File: config.mk
export PLATFORM = sky130hd
export DESIGN_NAME = core_top
export DESIGN_NICKNAME = d
export VERILOG_FILES = /design/src/source/core_pkg.sv /design/src/source/result_if.sv /design/src/source/core_top.sv /design/src/source/execute_unit.sv /design/src/source/decode_unit.sv /design/src/source/register_file.sv /design/src/source/pipe_stage.sv
export SDC_FILE = /design/constraint.sdc
export NUM_CORES = 2
export LEC_CHECK = 0
export ABC_AREA = 1
export BUFFER_PORTS_ARGS = -buffer_cell sky130_fd_sc_hd__buf_2
export CAP_MARGIN = 10
export CORE_ASPECT_RATIO = 1.4
export CORE_UTILIZATION = 40
export CTS_BUF_LIST = sky130_fd_sc_hd__clkbuf_4 sky130_fd_sc_hd__clkbuf_8 sky130_fd_sc_hd__clkbuf_16
export DETAILED_ROUTE_END_ITERATION = 7
export GPL_TIMING_DRIVEN = 0
export PLACE_DENSITY = 0.61
export SYNTH_ARGS = -nofsm -noshare
export SYNTH_HDL_FRONTEND = slang
export SYNTH_SLANG_ARGS = --single-unit
export TNS_END_PERCENT = 5
File: constraint.sdc
create_clock -name clk -period 10.9 [get_ports clk]
set_input_delay 2.18 -clock clk [delete_from_list [all_inputs] [get_ports clk]]
set_output_delay 2.18 -clock clk [all_outputs]
set_load 0.01 [all_outputs]
File: src/source/core_pkg.sv
package core_pkg;

  //////////////////////////////////////////////////
  // widths
  //////////////////////////////////////////////////

  localparam int data_width     = 32;
  localparam int instr_width    = 32;
  localparam int reg_addr_width = 5;
  localparam int num_regs       = 32;

  localparam int opcode_width = 6;
  localparam int imm_width    = 16;

  // low bit of each instruction field
  localparam int opcode_lsb = 26;
  localparam int rd_lsb     = 21;
  localparam int rs_lsb     = 16;
  localparam int rt_lsb     = 11;
  localparam int imm_lsb    = 0;

  //////////////////////////////////////////////////
  // encodings
  //////////////////////////////////////////////////

  typedef enum logic [opcode_width-1:0] {
    op_nop  = 6'd0,
    op_add  = 6'd1,
    op_sub  = 6'd2,
    op_and  = 6'd3,
    op_or   = 6'd4,
    op_xor  = 6'd5,
    op_slt  = 6'd6,
    op_sll  = 6'd7,
    op_addi = 6'd8,
    op_lui  = 6'd9
  } opcode_e;

  typedef enum logic [3:0] {
    alu_add    = 4'd0,
    alu_sub    = 4'd1,
    alu_and    = 4'd2,
    alu_or     = 4'd3,
    alu_xor    = 4'd4,
    alu_slt    = 4'd5,
    alu_sll    = 4'd6,
    alu_pass_b = 4'd7
  } alu_op_e;

  //////////////////////////////////////////////////
  // stage payloads
  //////////////////////////////////////////////////

  // decode to execute
  typedef struct packed {
    alu_op_e                   alu_op;
    logic                      use_imm;
    logic [reg_addr_width-1:0] dest;
    logic [reg_addr_width-1:0] rs;
    logic [reg_addr_width-1:0] rt;
    logic [data_width-1:0]     operand_a;
    logic [data_width-1:0]     operand_b;
    logic [data_width-1:0]     imm;
  } decoded_t;

  // execute to writeback
  typedef struct packed {
    logic [reg_addr_width-1:0] dest;
    logic [data_width-1:0]     data;
  } result_t;

endpackage
File: src/source/result_if.sv
`timescale 1ns/1ps

// writeback result stream, also the regfile write port
interface result_if;
  logic                                valid;
  logic                                ready;
  logic [core_pkg::reg_addr_width-1:0] dest;
  logic [core_pkg::data_width-1:0]     data;

  modport source (
    output valid,
    output dest,
    output data,
    input  ready
  );

  modport sink (
    input valid,
    input ready,
    input dest,
    input data
  );
endinterface

File: src/source/core_top.sv
`timescale 1ns/1ps

module core_top #(
  parameter int num_regs = core_pkg::num_regs
) (
  input  logic                                clk,
  input  logic                                rst,
  input  logic                                in_valid,
  input  logic [core_pkg::instr_width-1:0]    in_instr,
  output logic                                in_ready,
  output logic                                wb_valid,
  input  logic                                wb_ready,
  output logic [core_pkg::reg_addr_width-1:0] wb_dest,
  output logic [core_pkg::data_width-1:0]     wb_data
);

  logic [core_pkg::reg_addr_width-1:0] rs;
  logic [core_pkg::reg_addr_width-1:0] rt;
  logic [core_pkg::data_width-1:0]     rs_data;
  logic [core_pkg::data_width-1:0]     rt_data;

  core_pkg::decoded_t dec;
  core_pkg::decoded_t dx_data;
  logic               dx_valid;
  logic               xw_ready;

  core_pkg::result_t  ex_result;
  core_pkg::result_t  xw_data;

  result_if wb_bus ();

  //////////////////////////////////////////////////
  // decode
  //////////////////////////////////////////////////

  decode_unit u_decode (
    .instr   (in_instr),
    .rs      (rs),
    .rt      (rt),
    .rs_data (rs_data),
    .rt_data (rt_data),
    .decoded (dec)
  );

  register_file #(
    .num_regs (num_regs)
  ) u_regfile (
    .clk     (clk),
    .rst     (rst),
    .rs      (rs),
    .rt      (rt),
    .wr      (wb_bus.sink),
    .rs_data (rs_data),
    .rt_data (rt_data)
  );

  pipe_stage #(
    .payload_t (core_pkg::decoded_t)
  ) u_dx (
    .clk       (clk),
    .rst       (rst),
    .valid_in  (in_valid),
    .data_in   (dec),
    .ready_in  (xw_ready),
    .ready_out (in_ready),
    .valid_out (dx_valid),
    .data_out  (dx_data)
  );

  //////////////////////////////////////////////////
  // execute and writeback
  //////////////////////////////////////////////////

  execute_unit u_execute (
    .decoded (dx_data),
    .fwd     (wb_bus.sink),
    .result  (ex_result)
  );

  pipe_stage #(
    .payload_t (core_pkg::result_t)
  ) u_xw (
    .clk       (clk),
    .rst       (rst),
    .valid_in  (dx_valid),
    .data_in   (ex_result),
    .ready_in  (wb_bus.ready),
    .ready_out (xw_ready),
    .valid_out (wb_bus.valid),
    .data_out  (xw_data)
  );

  assign wb_bus.dest  = xw_data.dest;
  assign wb_bus.data  = xw_data.data;
  assign wb_bus.ready = wb_ready;

  assign wb_valid = wb_bus.valid;
  assign wb_dest  = wb_bus.dest;
  assign wb_data  = wb_bus.data;

endmodule

File: src/source/execute_unit.sv
`timescale 1ns/1ps

module execute_unit (
  input  core_pkg::decoded_t decoded,
  result_if.sink             fwd,
  output core_pkg::result_t  result
);

  localparam int shamt_width = $clog2(core_pkg::data_width);

  logic                            fwd_live;
  logic                            hit_a;
  logic                            hit_b;
  logic [core_pkg::data_width-1:0] op_a;
  logic [core_pkg::data_width-1:0] rt_val;
  logic [core_pkg::data_width-1:0] op_b;
  logic [core_pkg::data_width-1:0] alu_out;

  //////////////////////////////////////////////////
  // forwarding from the writeback stage
  //////////////////////////////////////////////////

  // u_xw always holds the direct predecessor here,
  // older results already sit in the regfile
  assign fwd_live = fwd.valid && (fwd.dest != '0);
  assign hit_a    = fwd_live && (fwd.dest == decoded.rs);
  assign hit_b    = fwd_live && (fwd.dest == decoded.rt);

  assign op_a   = hit_a ? fwd.data : decoded.operand_a;
  assign rt_val = hit_b ? fwd.data : decoded.operand_b;

  // immediate or register
  assign op_b = decoded.use_imm ? decoded.imm : rt_val;

  //////////////////////////////////////////////////
  // alu
  //////////////////////////////////////////////////

  always_comb begin
    case (decoded.alu_op)
      core_pkg::alu_add: begin
        alu_out = op_a + op_b;
      end
      core_pkg::alu_sub: begin
        alu_out = op_a - op_b;
      end
      core_pkg::alu_and: begin
        alu_out = op_a & op_b;
      end
      core_pkg::alu_or: begin
        alu_out = op_a | op_b;
      end
      core_pkg::alu_xor: begin
        alu_out = op_a ^ op_b;
      end
      core_pkg::alu_slt: begin
        // signed compare
        alu_out = ($signed(op_a) < $signed(op_b)) ? 'd1 : '0;
      end
      core_pkg::alu_sll: begin
        alu_out = op_a << op_b[shamt_width-1:0];
      end
      core_pkg::alu_pass_b: begin
        // lui, and nop with its zero immediate
        alu_out = op_b;
      end
      default: begin
        alu_out = '0;
      end
    endcase
  end

  assign result.dest = decoded.dest;
  assign result.data = alu_out;

endmodule

File: src/source/decode_unit.sv
`timescale 1ns/1ps

module decode_unit (
  input  logic [core_pkg::instr_width-1:0]    instr,
  output logic [core_pkg::reg_addr_width-1:0] rs,
  output logic [core_pkg::reg_addr_width-1:0] rt,
  input  logic [core_pkg::data_width-1:0]     rs_data,
  input  logic [core_pkg::data_width-1:0]     rt_data,
  output core_pkg::decoded_t                  decoded
);

  localparam int ext_width = core_pkg::data_width - core_pkg::imm_width;

  core_pkg::opcode_e                   opcode;
  core_pkg::alu_op_e                   alu_op;
  logic [core_pkg::reg_addr_width-1:0] rd;
  logic [core_pkg::imm_width-1:0]      imm_field;
  logic                                known;
  logic                                use_imm;

  //////////////////////////////////////////////////
  // field split
  //////////////////////////////////////////////////

  assign opcode    = core_pkg::opcode_e'(instr[core_pkg::opcode_lsb +: core_pkg::opcode_width]);
  assign rd        = instr[core_pkg::rd_lsb +: core_pkg::reg_addr_width];
  assign rs        = instr[core_pkg::rs_lsb +: core_pkg::reg_addr_width];
  assign rt        = instr[core_pkg::rt_lsb +: core_pkg::reg_addr_width];
  assign imm_field = instr[core_pkg::imm_lsb +: core_pkg::imm_width];

  //////////////////////////////////////////////////
  // opcode to controls
  //////////////////////////////////////////////////

  always_comb begin
    known   = 1'b1;
    use_imm = 1'b0;
    alu_op  = core_pkg::alu_pass_b;
    case (opcode)
      core_pkg::op_add: alu_op = core_pkg::alu_add;
      core_pkg::op_sub: alu_op = core_pkg::alu_sub;
      core_pkg::op_and: alu_op = core_pkg::alu_and;
      core_pkg::op_or:  alu_op = core_pkg::alu_or;
      core_pkg::op_xor: alu_op = core_pkg::alu_xor;
      core_pkg::op_slt: alu_op = core_pkg::alu_slt;
      core_pkg::op_sll: alu_op = core_pkg::alu_sll;
      core_pkg::op_addi: begin
        alu_op  = core_pkg::alu_add;
        use_imm = 1'b1;
      end
      core_pkg::op_lui: use_imm = 1'b1;
      // nop and anything unknown: pass a zero immediate to r0
      default: begin
        known   = 1'b0;
        use_imm = 1'b1;
      end
    endcase
  end

  always_comb begin
    decoded.alu_op    = alu_op;
    decoded.use_imm   = use_imm;
    decoded.dest      = known ? rd : '0;
    decoded.rs        = rs;
    decoded.rt        = rt;
    decoded.operand_a = rs_data;
    decoded.operand_b = rt_data;
    if (opcode == core_pkg::op_addi) begin
      decoded.imm = {{ext_width{imm_field[core_pkg::imm_width-1]}}, imm_field};
    end else if (opcode == core_pkg::op_lui) begin
      decoded.imm = {imm_field, {ext_width{1'b0}}};
    end else begin
      decoded.imm = '0;
    end
  end

endmodule

File: src/source/register_file.sv
`timescale 1ns/1ps

module register_file #(
  parameter int num_regs = core_pkg::num_regs
) (
  input  logic                                clk,
  input  logic                                rst,
  input  logic [core_pkg::reg_addr_width-1:0] rs,
  input  logic [core_pkg::reg_addr_width-1:0] rt,
  result_if.sink                              wr,
  output logic [core_pkg::data_width-1:0]     rs_data,
  output logic [core_pkg::data_width-1:0]     rt_data
);

  logic [core_pkg::data_width-1:0] regs [num_regs];
  logic                            wr_en;

  // r0 is never written
  assign wr_en = wr.valid && wr.ready && (wr.dest != '0);

  always_ff @(posedge clk) begin
    if (rst) begin
      for (int i = 0; i < num_regs; i++) begin
        regs[i] <= '0;
      end
    end else if (wr_en) begin
      regs[wr.dest] <= wr.data;
    end
  end

  //////////////////////////////////////////////////
  // read ports, same-cycle write passes through
  //////////////////////////////////////////////////

  assign rs_data = (rs == '0)                  ? '0 :
                   (wr_en && (wr.dest == rs))  ? wr.data :
                                                 regs[rs];

  assign rt_data = (rt == '0)                  ? '0 :
                   (wr_en && (wr.dest == rt))  ? wr.data :
                                                 regs[rt];

endmodule

File: src/source/pipe_stage.sv
`timescale 1ns/1ps

module pipe_stage #(
  parameter type payload_t = logic
) (
  input  logic     clk,
  input  logic     rst,
  input  logic     valid_in,
  input  payload_t data_in,
  input  logic     ready_in,
  output logic     ready_out,
  output logic     valid_out,
  output payload_t data_out
);

  logic load;

  // take a new beat when empty or when the held one leaves
  assign ready_out = !valid_out || ready_in;
  assign load      = valid_in && ready_out;

  always_ff @(posedge clk) begin
    if (rst) begin
      valid_out <= 1'b0;
    end else if (ready_out) begin
      valid_out <= valid_in;
    end
  end

  // payload only
  always_ff @(posedge clk) begin
    if (load) begin
      data_out <= data_in;
    end
  end

endmodule

==> flow_summary.yaml, run 1 <==
place:
  place.detailed.hpwl_um: 417000
  numPortBuffers: 74
  globalplace.congestion: 1.26
  placed_area_um2: 74100
synthesis:
  yosysTopAreaCell: "edfxtp_1"
  synth_area_per_cell_um2: 8.32
  yosysUniqueCellTypes: 59
  ys_ff_latch: 1178
  yosysSeqAreaShare_pct: 51.5
  yosys_warnings: 0
  synth_top_flop_cell: "edfxtp_1"
  netlist.area_leader.share_pct: 51.5
  async_reset_ff_share_pct: 0
  netlist_area_um2: 68600
  netlist_instances: 8245
  synthTopCellsByArea: "edfxtp_1 (51%), o21ai_0 (9.0%), nor2_1 (8.0%)"
  synth_edf_count: 1176
floorplanning:
  die_w_um: 352
  start_util_pct: 40.3
  num_rows: 179
  num_io_pins: 75
  dieHeight_um: 492
global_routing:
  first_global_vias: 88100
  grt_first_pass_wirelength_um: 917000
  grt_max_degree: 69
  overflow: 1852
  grt_usage_pct: 74.9
clocking:
  root_buffer: "clkbuf_16"
  clock_path_buffers: 3
  cts_max_level: 4
  cts_num_sinks: 1178
  postCtsHoldBufs: 0
  cts_made_buffers: 130
  cts.repair.resized: 0
  cts_setup_buffers: 0
run_status:
  outcome: "did not finish"
  stop_stage: "global routing"
  tool.error: "[ERROR GRT-0116] Global routing finished with congestion. Check the congestion regions in the DRC Viewer."
-- through the flow --
step	std cells	worst slack [ps]	utilization, %	hold WS, ps
after floorplan	8276	5740	-	400
after global placement	10600	2530	42.3	401
after detailed placement	10700	3520	43.5	406
after CTS	11000	4100	46.0	411
-- cell families after synthesis --
| family | Yosys count | share of synthesized area [%] |
|---|---|---|
| AO/OA/AOI/OAI | 2407 | 19.5 |
| XOR/XNOR | 25 | 0.319 |
| adder cells (fa/ha/maj) | 108 | 1.99 |
| buffers and inverters | 1351 | 7.68 |
| flip-flops | 1178 | 51.5 |
| other | 1 | 0.00547 |
| AND/OR/NAND/NOR | 3175 | 18.9 |
-- per-layer routing --
metal	GRT overflow	global-route usage, %
met1	13	73.9
met2	1112	92.0
met3	33	58.5
met4	689	76.7
met5	5	31.1
-- cells in the mapped netlist, types with 3 or more instances --
cell type  count
a32o_1         4
o21ai_4        5
a21o_1         8
o31ai_1        6
buf_1         51
o21ai_2       20
a221oi_1       6
nand3_2        4
nor3_2         3
o21bai_1       5
o2111ai_1     10
nor2_2         4
o21a_1         7
a211oi_1       3
xor2_1        18
o221ai_1      13
clkbuf_1     602
nand3_1      513
or2_2         10
edfxtp_1    1176
inv_1        611
nand2_1     1045
ha_1         106
nor2_1      1454
a21boi_0       5
a2111oi_0      4
xnor2_1        7
buf_6         13
nand2_2       12
nor3_1        32
o21ai_0     1228
o22ai_1      124
buf_4          5
o21ai_1       19
inv_2         11
o211ai_1     329
a21oi_1      602
buf_2         54
nand4_1       83
a31oi_1        7
==> run 2: changes to the inputs <==
CORE_ASPECT_RATIO = default   (was 1.4)
CORE_UTILIZATION = 25   (was 40)
CTS_BUF_LIST = default   (was sky130_fd_sc_hd__clkbuf_4 sky130_fd_sc_hd__clkbuf_8 sky130_fd_sc_hd__clkbuf_16)
PLACE_DENSITY = default   (was 0.61)
PLACE_DENSITY_LB_ADDON = 0.15   (was default)
==> run 2 against run 1 <==
  * The flow now finishes, with violations (max-capacitance violations, max-slew violations)
  * Synthesized area unchanged
  * Synthesized cell count did not move
==> flow_summary.yaml, run 2 <==
detailed_routing:
  drc: 0
  dr.pass1.iters: 8
  route.met2.wl_um: 248000
  met1_length_um: 257000
  wl_um: 626000
  highest_layer: "met5"
  vias: 74700
  drtIter0Drc: 14000
  wl_met3_um: 67800
  via_per_inst: 6.02
  final_antenna_net_count: 0
  wl_per_cell_um: 50.5
sta:
  whs_ps: 416
  fin_crit_sh_pct: 73.4
  hold_viol: 0
  setup_slack_ps: 2900
  worstMarginPinSlew_ps: 1530
  slew_viol_final: 35
  period_needed_ps: 8000
  fmax_mhz: 125
  skew_ps: 89.0
  fin_tns_setup_ps: 0
  setup_viol_count_final: 0
  slew_headroom_pct: -2.39
  grt_setup_unrepaired: "no"
finish:
  final_layout_size_suffix_gt1_share_pct: 9.15
  top_register: "u_regfile.regs"
  layout_commonest_cell: "nor2_1"
  multi_input_area_um2: 28200
  final_area_um2: 82100
  final_cell_mix: "nor2_1 (1453), o21ai_0 (1224), edfxtp_1 (1176)"
  largest_reg_flops: 1024
  seqCellArea_um2: 35400
  area_growth_pct: 19.6
  fillers: 29200
  nets: 8809
  reg.largest.list: "u_regfile.regs x1024, u_dx.data_out x115, u_xw.data_out x37"
clocking:
  cts_made_buffers: 162
  clkTransAtPathRegs_ps: 60
  cts.repair.resized: 0
  cts_max_level: 4
  cts_setup_buffers: 0
  cts_tree: "done"
  root_buffer: "clkbuf_16"
  clock_path_buffers: 4
  postCtsHoldBufs: 0
  insertion_delay_ps: 930
  cts_num_sinks: 1178
critical_path:
  worst_r2r_path_depth: 18
  r2r_setup_slack_ps: 4560
  r2r-start: "u_dx.data_out[111]"
  required_ps: 11440
  cp.arrival_ps: 8530
  start_kind: "primary input"
  endpoint_kind: "flip-flop"
  r2r_end: "u_xw.data_out[17]"
  cp_slowest_cell: "o21ai_0"
  path_class: "primary input to flip-flop"
  critPathMaxFanout: 10
  critical_path.max_stage_delay_ps: 1100
  crit_path_cell_trace: "buf_2, buf_2, buf_2, clkbuf_2, clkbuf_1, a21oi_1, o21ai_0, nand3_1, nand3_1, nand3_1, o21ai_0, a21oi_1"
synthesis:
  synthTopCellsByArea: "edfxtp_1 (51%), o21ai_0 (9.0%), nor2_1 (8.0%)"
  ys_ff_latch: 1178
  synth_common_cells: "nor2_1 (1454), o21ai_0 (1228), edfxtp_1 (1176), nand2_1 (1045), inv_1 (611)"
  synth_area_per_cell_um2: 8.32
  yosysSeqAreaShare_pct: 51.5
  netlist_instances: 8245
  yosysMostFrequentCell: "nor2_1"
  synth_edf_count: 1176
  netlist.area_leader.share_pct: 51.5
  yosysUniqueCellTypes: 59
  yosys_warnings: 0
  yosysTopAreaCell: "edfxtp_1"
  async_reset_ff_share_pct: 0
  synth_top_flop_cell: "edfxtp_1"
  netlist_area_um2: 68600
flow_run:
  maxCapViolations: 5
place:
  place_ws_ps: 2600
  numPortBuffers: 74
  place.detailed.hpwl_um: 494000
  globalplace.congestion: 1.07
  placed_area_um2: 76700
pwr:
  leakage_nw: 31.4
  powerDensity_nw_per_um2: 170
  ir_worst_vdd_mv: 0.119
  p_total_mw: 13.9
global_routing:
  grt_usage_pct: 43.9
  grt_max_degree: 93
  grt_antenna_before_repair: 127
  overflow: 0
  first_global_vias: 65600
  grt_first_pass_wirelength_um: 771000
floorplanning:
  dieHeight_um: 526
  num_rows: 191
  num_io_pins: 75
  die_area_um2: 277000
  coreArea_um2: 272000
  start_util_pct: 25.2
  die_w_um: 526
run_status:
  outcome: "finished with violations"
  violations: "max-capacitance violations, max-slew violations"
min_path:
  min_to: "u_xw.data_out[34]"
  hold_path_class: "flip-flop to flip-flop"
  hold_path_depth: 0
  holdCritStartpoint: "u_dx.data_out[108]"
## run 2: how the worst max path moves through the flow
stage                       from                 to  slack [ps]  depth (start not counted)
global route        in_instr[16]  u_dx.data_out[68]        3460                         12
floorplan               wb_ready   u_dx.data_out[0]        5740                          4
finish              in_instr[16]  u_dx.data_out[72]        2900                         12
CTS                 in_instr[16]  u_dx.data_out[67]        3490                         12
detailed placement  in_instr[16]  u_dx.data_out[67]        2600                         12
global placement    in_instr[12]  u_dx.data_out[48]        1450                         10
## run 2: metrics by stage
| step | util, % | std cells |
|---|---|---|
| floorplan | - | 8276 |
| global placement | 27.1 | 11900 |
| detailed placement | 28.2 | 12100 |
| CTS | 30.1 | 12300 |
| global route | 30.1 | 12400 |
| finish | 30.2 | 12400 |
## run 2: cells by family (layout without fill, tap and decap cells)
group           count (synthesis)  after routing  share of synthesized area (%)
compound gates               2407           2407                           19.5
flops                        1178           1178                           51.5
other cells                     1             88                        0.00547
xor+xnor                       25             25                          0.319
buf+inv                      1351           1861                           7.68
simple gates                 3175           3175                           18.9
fa+ha+maj                     108            108                           1.99
## run 2: per-layer routing
metal | up-vias | GRT usage, %
li1 | 29500 | -
met1 | 38500 | 58.0
met2 | 5706 | 60.8
met3 | 1034 | 12.3
met4 | 18 | 31.6
met5 | - | 0.606
## run 2: final cells by class
class	instances	share of cell area (%)
clock buffers	194	5.14
plain buffers	726	3.82
inverters	625	2.87
flip-flops and latches	1178	43.1
clock inverters	91	1.13
multi-input cells	5747	34.4
diodes	56	0.171
well taps	3570	5.44
repair buffers	225	3.96
## run 2: critical path: cells and delay by family
kind	cells	cell delay [ps]
buffers and inverters	5	3180
and+or+nand+nor	3	1550
AOI/OAI and AO/OA	4	1540
## run 2: report_power, final
part           internal (mW)  switching [mW]  leakage, nW  total (mW)
clock network           3.14            2.41         2.48        5.55
registers               5.18           0.125         12.0        5.30
logic                  0.572            2.50         16.9        3.07
total                   8.89            5.04         31.4        13.9
Power figures use the tool's default switching activity.
